[config.mk]
export PLATFORM = sky130hd
export DESIGN_NAME = dly_ctrl_top
export DESIGN_NICKNAME = d
export VERILOG_FILES = /design/src/hdl/dly_path_pkg.sv /design/src/hdl/dly_ctrl_pkg.sv /design/src/hdl/dly_ctrl_top.sv /design/src/hdl/dly_readback.sv /design/src/hdl/dly_bank.sv /design/src/hdl/dly_lane.sv /design/src/hdl/dly_cmd_decode.sv
export VERILOG_INCLUDE_DIRS = /design/src /design/src/include
export SDC_FILE = /design/constraint.sdc
export NUM_CORES = 1
export LEC_CHECK = 0
export ABC_AREA = 1
export BUFFER_PORTS_ARGS = -buffer_cell sky130_fd_sc_hd__buf_2
export CELL_PAD_IN_SITES_DETAIL_PLACEMENT = 0
export CELL_PAD_IN_SITES_GLOBAL_PLACEMENT = 1
export CORE_ASPECT_RATIO = 0.75
export CORE_MARGIN = 2
export CORE_UTILIZATION = 40
export CTS_BUF_LIST = sky130_fd_sc_hd__clkbuf_16
export CTS_CLUSTER_SIZE = 12
export DETAILED_ROUTE_END_ITERATION = 8
export GPL_TIMING_DRIVEN = 0
export PLACE_DENSITY = 0.7
export SETUP_SLACK_MARGIN = 0.02
export SKIP_LAST_GASP = 1
export SYNTH_ARGS = -nofsm -noshare
export SYNTH_HDL_FRONTEND = slang
export SYNTH_HIERARCHICAL = 1
export SYNTH_SLANG_ARGS = --single-unit
[constraint.sdc]
create_clock -name clk_i_buf -period 2.9 [get_ports clk_i_buf]
set_clock_uncertainty 0.15 [all_clocks]
set_input_delay 0.29 -clock clk_i_buf [delete_from_list [all_inputs] [get_ports clk_i_buf]]
set_output_delay 0.29 -clock clk_i_buf [all_outputs]
set_load 0.03 [all_outputs]
[src/include/dly_defs.svh]
// Delay-line controller sizing
// lane count, tap width and select width shared by all blocks

`ifndef DLY_DEFS_SVH
`define DLY_DEFS_SVH

// total lanes, half input delays and half output delays (keep it even)
`define DLY_NUM_DLY         4

// tap counter width, sets the history depth too
`define DLY_TAP_WIDTH       6

// lane index width on the command port
`define DLY_SEL_WIDTH       2

// lanes in one direction
`define DLY_LANES_PER_BANK  (`DLY_NUM_DLY / 2)

// highest tap, 63 for a 6 bit tap
`define DLY_TAP_MAX         ((1 << `DLY_TAP_WIDTH) - 1)

`endif
[src/hdl/dly_path_pkg.sv]
// Delay-line data path types
// tap values and the lane data vectors

`include "dly_defs.svh"

package dly_path_pkg;

    // tap of one lane, also the delay in clocks
    typedef logic [`DLY_TAP_WIDTH-1:0] dly_tap_t;

    // taps of all lanes in one bank
    typedef dly_tap_t [`DLY_LANES_PER_BANK-1:0] bank_tap_t;

    // one bit per lane of a bank
    typedef logic [`DLY_LANES_PER_BANK-1:0] bank_data_t;

    // top level data, input and output lanes interleaved
    typedef logic [`DLY_NUM_DLY-1:0] dly_data_t;

endpackage

[src/hdl/dly_ctrl_pkg.sv]
// Delay-line control types
// user command word and the per-lane strobe bundles

`include "dly_defs.svh"

package dly_ctrl_pkg;

    // even index -> input lane sel/2, odd index -> output lane (sel-1)/2
    typedef logic [`DLY_SEL_WIDTH-1:0] dly_sel_t;

    // one command, sampled every cycle with no handshake
    typedef struct packed {
        dly_sel_t                   sel;
        logic                       ld;     // load tap
        logic                       adj;    // step tap by one
        logic                       incdec; // 1 up, 0 down
        logic [`DLY_TAP_WIDTH-1:0]  tap;    // load value
    } dly_cmd_t;

    // strobes seen by a single lane
    typedef struct packed {
        logic ld;
        logic adj;
        logic incdec;
    } lane_ctrl_t;

    // one entry per lane of a bank
    typedef lane_ctrl_t [`DLY_LANES_PER_BANK-1:0] bank_ctrl_t;

endpackage

[src/hdl/dly_ctrl_top.sv]
// Programmable delay-line controller
// command decode feeding an input and an output delay bank,
// with interleaved data out and tap readback

`timescale 1ns/1ps

`include "dly_defs.svh"

module dly_ctrl_top (
    input  logic                     clk_i_buf,
    input  logic                     reset_buf,
    input  dly_ctrl_pkg::dly_cmd_t   cmd,
    input  dly_path_pkg::bank_data_t din_idly,
    input  dly_path_pkg::bank_data_t din_odly,
    output dly_path_pkg::dly_data_t  data_delayed,
    output dly_path_pkg::dly_tap_t   dly_tap_val
);

    dly_ctrl_pkg::bank_ctrl_t idly_ctrl;
    dly_ctrl_pkg::bank_ctrl_t odly_ctrl;
    dly_path_pkg::dly_tap_t   load_tap;
    dly_path_pkg::bank_data_t idly_dout;
    dly_path_pkg::bank_data_t odly_dout;
    dly_path_pkg::bank_tap_t  idly_taps;
    dly_path_pkg::bank_tap_t  odly_taps;

    dly_cmd_decode i_dly_cmd_decode (
        .clk_i_buf (clk_i_buf),
        .reset_buf (reset_buf),
        .cmd       (cmd),
        .idly_ctrl (idly_ctrl),
        .odly_ctrl (odly_ctrl),
        .load_tap  (load_tap)
    );

    //**********************************************************
    // input and output delay banks
    //**********************************************************
    dly_bank #(.NUM_LANES(`DLY_LANES_PER_BANK)) i_idly_bank (
        .clk_i_buf (clk_i_buf),
        .reset_buf (reset_buf),
        .ctrl      (idly_ctrl),
        .load_tap  (load_tap),
        .din       (din_idly),
        .dout      (idly_dout),
        .taps      (idly_taps)
    );

    dly_bank #(.NUM_LANES(`DLY_LANES_PER_BANK)) i_odly_bank (
        .clk_i_buf (clk_i_buf),
        .reset_buf (reset_buf),
        .ctrl      (odly_ctrl),
        .load_tap  (load_tap),
        .din       (din_odly),
        .dout      (odly_dout),
        .taps      (odly_taps)
    );

    dly_readback i_dly_readback (
        .clk_i_buf    (clk_i_buf),
        .reset_buf    (reset_buf),
        .sel          (cmd.sel),    // live select, not the registered one
        .idly_dout    (idly_dout),
        .odly_dout    (odly_dout),
        .idly_taps    (idly_taps),
        .odly_taps    (odly_taps),
        .data_delayed (data_delayed),
        .dly_tap_val  (dly_tap_val)
    );

endmodule

[src/hdl/dly_readback.sv]
// Delay readback and output merge
// interleaves the two banks onto the data output and registers
// the tap of the lane picked by the command select

`timescale 1ns/1ps

`include "dly_defs.svh"

module dly_readback (
    input  logic                     clk_i_buf,
    input  logic                     reset_buf,
    input  dly_ctrl_pkg::dly_sel_t   sel,
    input  dly_path_pkg::bank_data_t idly_dout,
    input  dly_path_pkg::bank_data_t odly_dout,
    input  dly_path_pkg::bank_tap_t  idly_taps,
    input  dly_path_pkg::bank_tap_t  odly_taps,
    output dly_path_pkg::dly_data_t  data_delayed,
    output dly_path_pkg::dly_tap_t   dly_tap_val
);

    logic [`DLY_SEL_WIDTH-2:0] lane_idx;

    assign lane_idx = sel[`DLY_SEL_WIDTH-1:1];

    //**********************************************************
    // data interleave, even bits input lanes, odd bits output
    //**********************************************************
    always_comb begin
        for (int i = 0; i < `DLY_LANES_PER_BANK; i++) begin
            data_delayed[2*i]   = idly_dout[i];
            data_delayed[2*i+1] = odly_dout[i];
        end
    end

    // tap readback register
    always_ff @(posedge clk_i_buf) begin
        if (!reset_buf) begin
            dly_tap_val <= '0;
        end else if (sel >= `DLY_NUM_DLY) begin
            dly_tap_val <= '0;              // no such lane
        end else if (sel[0]) begin
            dly_tap_val <= odly_taps[lane_idx];
        end else begin
            dly_tap_val <= idly_taps[lane_idx];
        end
    end

endmodule

[src/hdl/dly_bank.sv]
// Delay lane bank
// a row of identical lanes serving one direction, sharing
// the load value and taking per-lane strobes

`timescale 1ns/1ps

`include "dly_defs.svh"

module dly_bank #(
    parameter int NUM_LANES = `DLY_LANES_PER_BANK
) (
    input  logic                                      clk_i_buf,
    input  logic                                      reset_buf,
    input  dly_ctrl_pkg::lane_ctrl_t [NUM_LANES-1:0]  ctrl,
    input  dly_path_pkg::dly_tap_t                    load_tap,
    input  logic [NUM_LANES-1:0]                      din,
    output logic [NUM_LANES-1:0]                      dout,
    output dly_path_pkg::dly_tap_t   [NUM_LANES-1:0]  taps
);

    //**********************************************************
    // lanes
    //**********************************************************
    genvar i;
    generate
        for (i = 0; i < NUM_LANES; i = i + 1) begin : g_lane
            dly_lane i_dly_lane (
                .clk_i_buf (clk_i_buf),
                .reset_buf (reset_buf),
                .ctrl      (ctrl[i]),
                .load_tap  (load_tap),  // only the strobed lane uses it
                .din       (din[i]),
                .dout      (dout[i]),
                .tap       (taps[i])
            );
        end
    endgenerate

endmodule

[src/hdl/dly_lane.sv]
// Single delay lane
// saturating tap counter plus a shift history of the data bit,
// output is the history entry picked by the tap

`timescale 1ns/1ps

`include "dly_defs.svh"

module dly_lane (
    input  logic                      clk_i_buf,
    input  logic                      reset_buf,
    input  dly_ctrl_pkg::lane_ctrl_t  ctrl,
    input  dly_path_pkg::dly_tap_t    load_tap,
    input  logic                      din,
    output logic                      dout,
    output dly_path_pkg::dly_tap_t    tap
);

    logic [`DLY_TAP_MAX:0] hist;     // entry 0 is the newest sample
    logic                  at_max;
    logic                  at_min;

    assign at_max = (tap == dly_path_pkg::dly_tap_t'(`DLY_TAP_MAX));
    assign at_min = (tap == '0);

    //**********************************************************
    // tap counter
    //**********************************************************
    always_ff @(posedge clk_i_buf) begin
        if (!reset_buf) begin
            tap <= '0;
        end else if (ctrl.ld) begin
            tap <= load_tap;                // load beats adjust
        end else if (ctrl.adj) begin
            if (ctrl.incdec && !at_max) begin
                tap <= tap + 1'b1;
            end else if (!ctrl.incdec && !at_min) begin
                tap <= tap - 1'b1;
            end
        end
    end

    // data history, one shift per clock
    always_ff @(posedge clk_i_buf) begin
        if (!reset_buf) begin
            hist <= '0;
        end else begin
            hist <= {hist[`DLY_TAP_MAX-1:0], din};
        end
    end

    // tap 0 gives the bit from the latest edge
    assign dout = hist[tap];

endmodule

[src/hdl/dly_cmd_decode.sv]
// Delay command decoder
// registers the user command and steers its strobes to the one
// selected lane of the input or output bank

`timescale 1ns/1ps

`include "dly_defs.svh"

module dly_cmd_decode (
    input  logic                    clk_i_buf,
    input  logic                    reset_buf,
    input  dly_ctrl_pkg::dly_cmd_t  cmd,
    output dly_ctrl_pkg::bank_ctrl_t idly_ctrl,
    output dly_ctrl_pkg::bank_ctrl_t odly_ctrl,
    output dly_path_pkg::dly_tap_t  load_tap
);

    dly_ctrl_pkg::dly_cmd_t   cmd_q;
    dly_ctrl_pkg::lane_ctrl_t sel_ctrl;
    logic [`DLY_SEL_WIDTH-2:0] lane_idx;
    logic                     sel_valid;

    //**********************************************************
    // command register
    //**********************************************************
    always_ff @(posedge clk_i_buf) begin
        if (!reset_buf) begin
            cmd_q <= '0;
        end else begin
            cmd_q <= cmd;
        end
    end

    assign lane_idx  = cmd_q.sel[`DLY_SEL_WIDTH-1:1];  // upper bits pick the lane
    assign sel_valid = (cmd_q.sel < `DLY_NUM_DLY);
    assign load_tap  = cmd_q.tap;

    always_comb begin
        sel_ctrl.ld     = cmd_q.ld;
        sel_ctrl.adj    = cmd_q.adj;
        sel_ctrl.incdec = cmd_q.incdec;
    end

    //**********************************************************
    // one-hot lane steering
    //**********************************************************
    always_comb begin
        idly_ctrl = '0;
        odly_ctrl = '0;
        if (sel_valid) begin
            if (cmd_q.sel[0]) begin         // odd select is an output lane
                odly_ctrl[lane_idx] = sel_ctrl;
            end else begin
                idly_ctrl[lane_idx] = sel_ctrl;
            end
        end
    end

endmodule

---- Word level (Yosys, flattened, before mapping) ----
Cells that the tools add are included.
storage, ports and cells
  input bits .............................. 17
  logic and storage cells ................. 104
  flip-flop bits (word level) ............. 297
operators by class
  bitwise logic cells ..................... 1
  equality and inequality tests ........... 4
  reduce and logical (&&, ||, !) cells .... 37
  $add $sub $neg .......................... 8
  multiplexer cells ....................... 33
  order comparisons ....................... 7
operators by type and width
  operator                                                     count
  2-to-1 mux 6 bit                                             23
  less-than comparator 6 x 7 -> 1 bit (second input constant)  4
  adder 6 x 1 -> 6 bit (second input constant)                 4
  binary-select mux 1 bit (select 6 bit)                       4
  == test 6 bit (second input constant)                        4
  logical NOT 6 bit                                            4
  subtractor 6 x 1 -> 6 bit (second input constant)            4
  logical NOT 1 bit                                            12
  nonzero test 3 bit                                           4
  logical AND 1 bit                                            9
  AND reduction 2 bit                                          4
  nonzero test 2 bit                                           4
  AND 6 bit                                                    1
  less-than comparator 1 x 2 -> 1 bit (second input constant)  2
  2-to-1 mux 1 bit                                             4
  demux 3 bit (select 1 bit)                                   1
  2-to-1 mux 3 bit                                             1
  >= comparator 1 bit (second input constant)                  1

---- Longest topological paths before layout ----
  depth in word-level cells ............... 12
  depth in mapped cells ................... 15

---- Modules after synthesis ----
Netlist, hierarchy kept.
modules (own cells, without submodules)
  module                                            times used  sequential area each (um^2)  cells each  area each (um^2)
  dly_lane at i_idly_bank.g_lane[1].i_dly_lane ...  3           1401.3                       447         3047.9
  dly_lane at i_idly_bank.g_lane[0].i_dly_lane      1           1401.3                       491         3166.8
  dly_readback                                      1           120.1                        81          447.9
  dly_cmd_decode                                    1           220.2                        60          427.9

---- Least setup slack after synthesis ----
No wires, ideal clock.
  kind .................................... register -> register
  start ................................... register i_idly_bank.g_lane[1].i_dly_lane.tap[1]
  end ..................................... register i_idly_bank.g_lane[1].i_dly_lane.tap[3]
  path buffers ............................ 1
  data arrival time ....................... 1.896 ns
  slack ................................... 0.736 ns
  stages on the path, launching flop included .. 16
  library setup time ...................... 0.118 ns
  path through ............................ dfxtp_1 -> buf_4 -> nand2_1 -> nor2_1 -> nand2_1 -> nand2_1 -> ha_1 -> nand2_1 -> nand2_1 -> inv_1 -> nand2_1 -> or2_2 -> nand3_1 -> nand2_1 -> nand2_1 -> a21oi_1
between the ends
  word-level cells in the longest chain between the ends .. 6
  elaborated cells between the ends (all ways) .. 14
  classes of those cells .................. add/sub: 2; eq/ne: 1; mux: 4; reduce/logical: 7
RTL lines
  item                                                                               line            source
  from (decl)                                                                        dly_lane.sv:16  output dly_path_pkg::dly_tap_t tap
  from (signal assigned)                                                             dly_lane.sv:33  tap <= load_tap;
  from (signal assigned)                                                             dly_lane.sv:36  tap <= tap + 1'b1;
  from (signal assigned)                                                             dly_lane.sv:38  tap <= tap - 1'b1;
  parallel branches: the longest is 6 deep, another holds subtractor 6 x 1 -> 6 bit  --
Several ways; the timed one is not identified. The select of a mux whose other input is x is not followed.
A chain may end at the register's enable or synchronous reset.

---- Final worst setup path ----
  start ................................... register i_odly_bank.g_lane[1].i_dly_lane.tap[0]
  end ..................................... output data_delayed[3]
between the ends
  word-level cells in the longest chain between the ends .. 2
RTL lines
  item                                    line                source
  from (decl)                             dly_lane.sv:16
  from (signal assigned)                  dly_lane.sv:33
  from (signal assigned)                  dly_lane.sv:36
  from (signal assigned)                  dly_lane.sv:38
  binary-select mux 1 bit (select 6 bit)  dly_lane.sv:53      assign dout = hist[tap];
  2-to-1 mux 1 bit (implied by the code)  dly_lane.sv:53
  to (decl)                               dly_ctrl_top.sv:15  output dly_path_pkg::dly_data_t data_delayed,
Every way passes these cells. The select of a mux whose other input is x is not followed.

==> metrics.txt <==
# TYPE chip_impl_metric gauge
chip_impl_info{name="run_status",value="finished clean"} 1
chip_impl_metric{name="fin_total_pwr",unit="mW"} 8.82
chip_impl_metric{name="synth_async_sr_flop_share",unit="%"} 0
chip_impl_metric{name="required",unit="ps"} 2460
chip_impl_metric{name="p_per_area",unit="nW/um^2"} 581
chip_impl_metric{name="cap_violations",unit=""} 0
chip_impl_metric{name="max-vdd-ir-drop",unit="V"} 0.000460
chip_impl_metric{name="synth.ff_latch_count",unit=""} 297
chip_impl_metric{name="grt_start_max_net_pins",unit=""} 17
chip_impl_metric{name="critical_path_arrival",unit="ps"} 2320
chip_impl_info{name="synth.top_cells.by_count",value="sky130_fd_sc_hd__nand2_1, sky130_fd_sc_hd__inv_1, sky130_fd_sc_hd__dfxtp_1"} 1
chip_impl_metric{name="yosys.cell_types.count",unit=""} 28
chip_impl_info{name="worst_setup_path_start_kind",value="flip-flop"} 1
chip_impl_metric{name="antenna_found_initial",unit=""} 0
chip_impl_metric{name="antenna-diode-count",unit=""} 0
chip_impl_metric{name="static-leakage-power",unit="nW"} 8.55
chip_impl_metric{name="clock_sinks",unit=""} 297
chip_impl_metric{name="detail_route.wl_per_cell",unit="um"} 13.5
chip_impl_metric{name="later_pin_clock_latency_in_the_skew_report",unit="ps"} 520
chip_impl_metric{name="detail-route-antenna-nets",unit=""} 0
chip_impl_metric{name="synth-seq-area-share",unit="%"} 45.1
chip_impl_metric{name="initialDrtViolationCount",unit=""} 687
chip_impl_metric{name="post-route-period-util",unit="%"} 95.2
chip_impl_metric{name="power.combinational.fraction",unit="%"} 8.1
chip_impl_metric{name="synth_top_cell_area_share",unit="%"} 45.1
chip_impl_metric{name="drt_drc_violations_left",unit=""} 0
chip_impl_metric{name="cp_max_fanout",unit=""} 10
chip_impl_metric{name="post_drt_via_cell_ratio",unit=""} 4.41
chip_impl_metric{name="pin_count",unit=""} 27
chip_impl_metric{name="slew_hr",unit="%"} 59.9
chip_impl_metric{name="finalCriticalPeriod",unit="ps"} 2760
chip_impl_metric{name="syn_area_per_cell",unit="um^2"} 6.68
chip_impl_info{name="synth_top_flop_cell",value="sky130_fd_sc_hd__dfxtp_1"} 1
chip_impl_metric{name="fin_setup_tns",unit="ps"} 0
chip_impl_metric{name="final_hold_violation_count",unit=""} 0
chip_impl_metric{name="totalWireLength",unit="um"} 33800
chip_impl_metric{name="htree_levels",unit=""} 2
chip_impl_metric{name="dr_total_vias",unit=""} 11093
chip_impl_metric{name="syn_inst",unit=""} 1973
chip_impl_metric{name="grt_use_total",unit="%"} 20.4
chip_impl_metric{name="gp_congestion",unit=""} 0.802
chip_impl_metric{name="clk_pin_slew",unit="ps"} 60
chip_impl_metric{name="place.port_buffers",unit=""} 26
chip_impl_metric{name="tightestPinTransition",unit="ps"} 599
chip_impl_metric{name="die_height",unit="um"} 161
chip_impl_metric{name="grt_first_pass_wirelength",unit="um"} 55500
chip_impl_metric{name="design.die.area",unit="um^2"} 34400
chip_impl_metric{name="syn2layout_area_growth",unit="%"} 15.2
chip_impl_metric{name="clockPowerShare",unit="%"} 44.8
chip_impl_metric{name="dp.final_hpwl",unit="um"} 23200
chip_impl_info{name="tritoncts",value="done"} 1
chip_impl_metric{name="initial_utilization",unit="%"} 40.6
chip_impl_info{name="synth.top_cells.by_area",value="sky130_fd_sc_hd__dfxtp_1, sky130_fd_sc_hd__nand2_1, sky130_fd_sc_hd__inv_1"} 1
chip_impl_metric{name="design.final.nets",unit=""} 2088
chip_impl_info{name="critical_path.endpoint_type",value="primary output"} 1
chip_impl_info{name="rsz0062_at_grt",value="yes"} 1
chip_impl_metric{name="first_global_vias",unit=""} 10507
chip_impl_metric{name="fp-row-count",unit=""} 57
chip_impl_metric{name="relative_contribution_of_sequential_cells_to_total_power",unit="%"} 47.1
chip_impl_metric{name="fmax",unit="GHz"} 0.362
chip_impl_info{name="clock-root-buffer",value="sky130_fd_sc_hd__clkbuf_16"} 1
chip_impl_metric{name="synthesized_net_count",unit=""} 2010
chip_impl_metric{name="finalSetupViolations",unit=""} 0
chip_impl_metric{name="cts_max_path_buffers",unit=""} 3
chip_impl_info{name="setup.worst_path.class",value="reg -> out"} 1
chip_impl_metric{name="n_fill_cell",unit=""} 3402
chip_impl_metric{name="edff_count_synth",unit=""} 0
chip_impl_metric{name="fp.coreArea",unit="um^2"} 32400
chip_impl_metric{name="drive_gt1_share",unit="%"} 9.22
chip_impl_metric{name="cts_buffers",unit=""} 34
chip_impl_metric{name="netSwitchingFraction",unit="%"} 24.9
chip_impl_info{name="synthMostInstantiatedCell",value="sky130_fd_sc_hd__nand2_1"} 1
chip_impl_metric{name="synth_area",unit="um^2"} 13200
chip_impl_metric{name="drt_first_pass_iters",unit=""} 5
chip_impl_metric{name="ys_warn_count",unit=""} 6
chip_impl_info{name="timing.hold.worst.class",value="in -> reg"} 1
chip_impl_metric{name="grt_residual_overflow",unit=""} 0
chip_impl_info{name="synth_area_leader_cell",value="sky130_fd_sc_hd__dfxtp_1"} 1
chip_impl_metric{name="slew_viol_final",unit=""} 0
chip_impl_metric{name="internal_power",unit="mW"} 6.62
chip_impl_metric{name="p_sw",unit="mW"} 2.19
chip_impl_metric{name="chipWidth",unit="um"} 214
## layout make-up
class	instances	area, um^2	area share (%)
multi-input cells	1185	5210	34.3
inverters	401	1520	9.99
plain buffers	90	638	4.20
flip-flops and latches	297	5970	39.3
clock buffers	35	876	5.77
repair buffers	42	295	1.94
clock inverters	21	128	0.840
well taps	442	553	3.64
## critical path, stage by stage (launching register included)
cell	delay, ps
sky130_fd_sc_hd__dfxtp_2	380
sky130_fd_sc_hd__buf_6	140
sky130_fd_sc_hd__inv_2	100
sky130_fd_sc_hd__buf_6	170
sky130_fd_sc_hd__o21ai_0	220
sky130_fd_sc_hd__o211ai_1	130
sky130_fd_sc_hd__nand3_1	110
sky130_fd_sc_hd__nand2_1	90
sky130_fd_sc_hd__nand3_1	70
sky130_fd_sc_hd__nand2_1	80
sky130_fd_sc_hd__buf_4	140
sky130_fd_sc_hd__clkbuf_4	170
## through the flow
step                hold slack, ps  cell area (um^2)  setup WS (ps)  instances  util [%]
finish                         108             15200            138       2513      46.8
global route                   114             15200          -3.28       2513      46.8
global placement               259             13900            377       2441      42.7
floorplan                      233             13200            736       1973         -
CTS                            100             15100           10.7       2512      46.4
detailed placement             262             13900            350       2441      42.7
## repair_timing
item,in CTS,in global routing
hold buffers,15,0
hold endpoints to repair,19,0
pin swaps,0,2
setup buffers,0,1
gates resized for setup,17,56
endpoints found under the setup margin,4,4
## registers in the layout (all words and copies together), names as in the netlist
| name | count |
|---|---|
| i_odly_bank/g_lane.i_dly_lane/tap | 12 |
| i_idly_bank/g_lane.i_dly_lane/hist | 128 |
| i_dly_cmd_decode/load_tap | 6 |
| i_dly_cmd_decode/cmd_q | 5 |
| i_odly_bank/g_lane.i_dly_lane/hist | 128 |
| i_dly_readback/dly_tap_val | 6 |
| i_idly_bank/g_lane.i_dly_lane/tap | 12 |
## power groups by stage
stage               clock network [mW]  logic, mW  registers [mW]
floorplan                            0      0.474            4.24
global placement                     0      0.685            4.25
detailed placement                   0      0.684            4.25
CTS                               4.09      0.705            4.16
global route                      4.27      0.804            4.16
finish                            3.95      0.712            4.15
## path summary, 6_finish.rpt
kind	start	end	slack (ps)	cells after the start
worst min-delay path	reset_buf	i_dly_cmd_decode/cmd_q[9]	110	3
worst max-delay path	i_odly_bank/g_lane[1].i_dly_lane/tap[0]	data_delayed[3]	140	11
worst max register to register	i_dly_cmd_decode/cmd_q[9]	i_odly_bank/g_lane[0].i_dly_lane/tap[3]	350	13
worst min register to register	i_idly_bank/g_lane[0].i_dly_lane/hist[35]	i_idly_bank/g_lane[0].i_dly_lane/hist[36]	260	2
## kinds of logic after synthesis
kind of cell,after synthesis,synth area share (%)
AND/OR/NAND/NOR,995,30.4
buffers and inverters,491,15.5
flip-flops,297,45.1
AO/OA/AOI/OAI,164,6.45
adder cells (fa/ha/maj),20,2.13
XOR/XNOR,6,0.399
## cells in the final DEF (no fill, tap or decap), types with 22 or more instances in the layout
cell,n
sky130_fd_sc_hd__buf_2,30
sky130_fd_sc_hd__buf_4,23
sky130_fd_sc_hd__nor2_1,211
sky130_fd_sc_hd__clkbuf_16,35
sky130_fd_sc_hd__nand2_1,645
sky130_fd_sc_hd__nand3_1,101
sky130_fd_sc_hd__inv_1,391
sky130_fd_sc_hd__a21oi_1,50
sky130_fd_sc_hd__o21ai_0,83
sky130_fd_sc_hd__dfxtp_1,289
sky130_fd_sc_hd__clkbuf_1,22
## routing by layer
layer | global-route usage, % | share of wire, % | up-vias
met3 | 3.15 | 4.0 | 50
met5 | 0 | 0 | -
met4 | 5.33 | 1.9 | 0
li1 | - | - | 5954
met1 | 30.3 | 52 | 4926
met2 | 30.6 | 42 | 163
(Power assumes the default switching activity.)
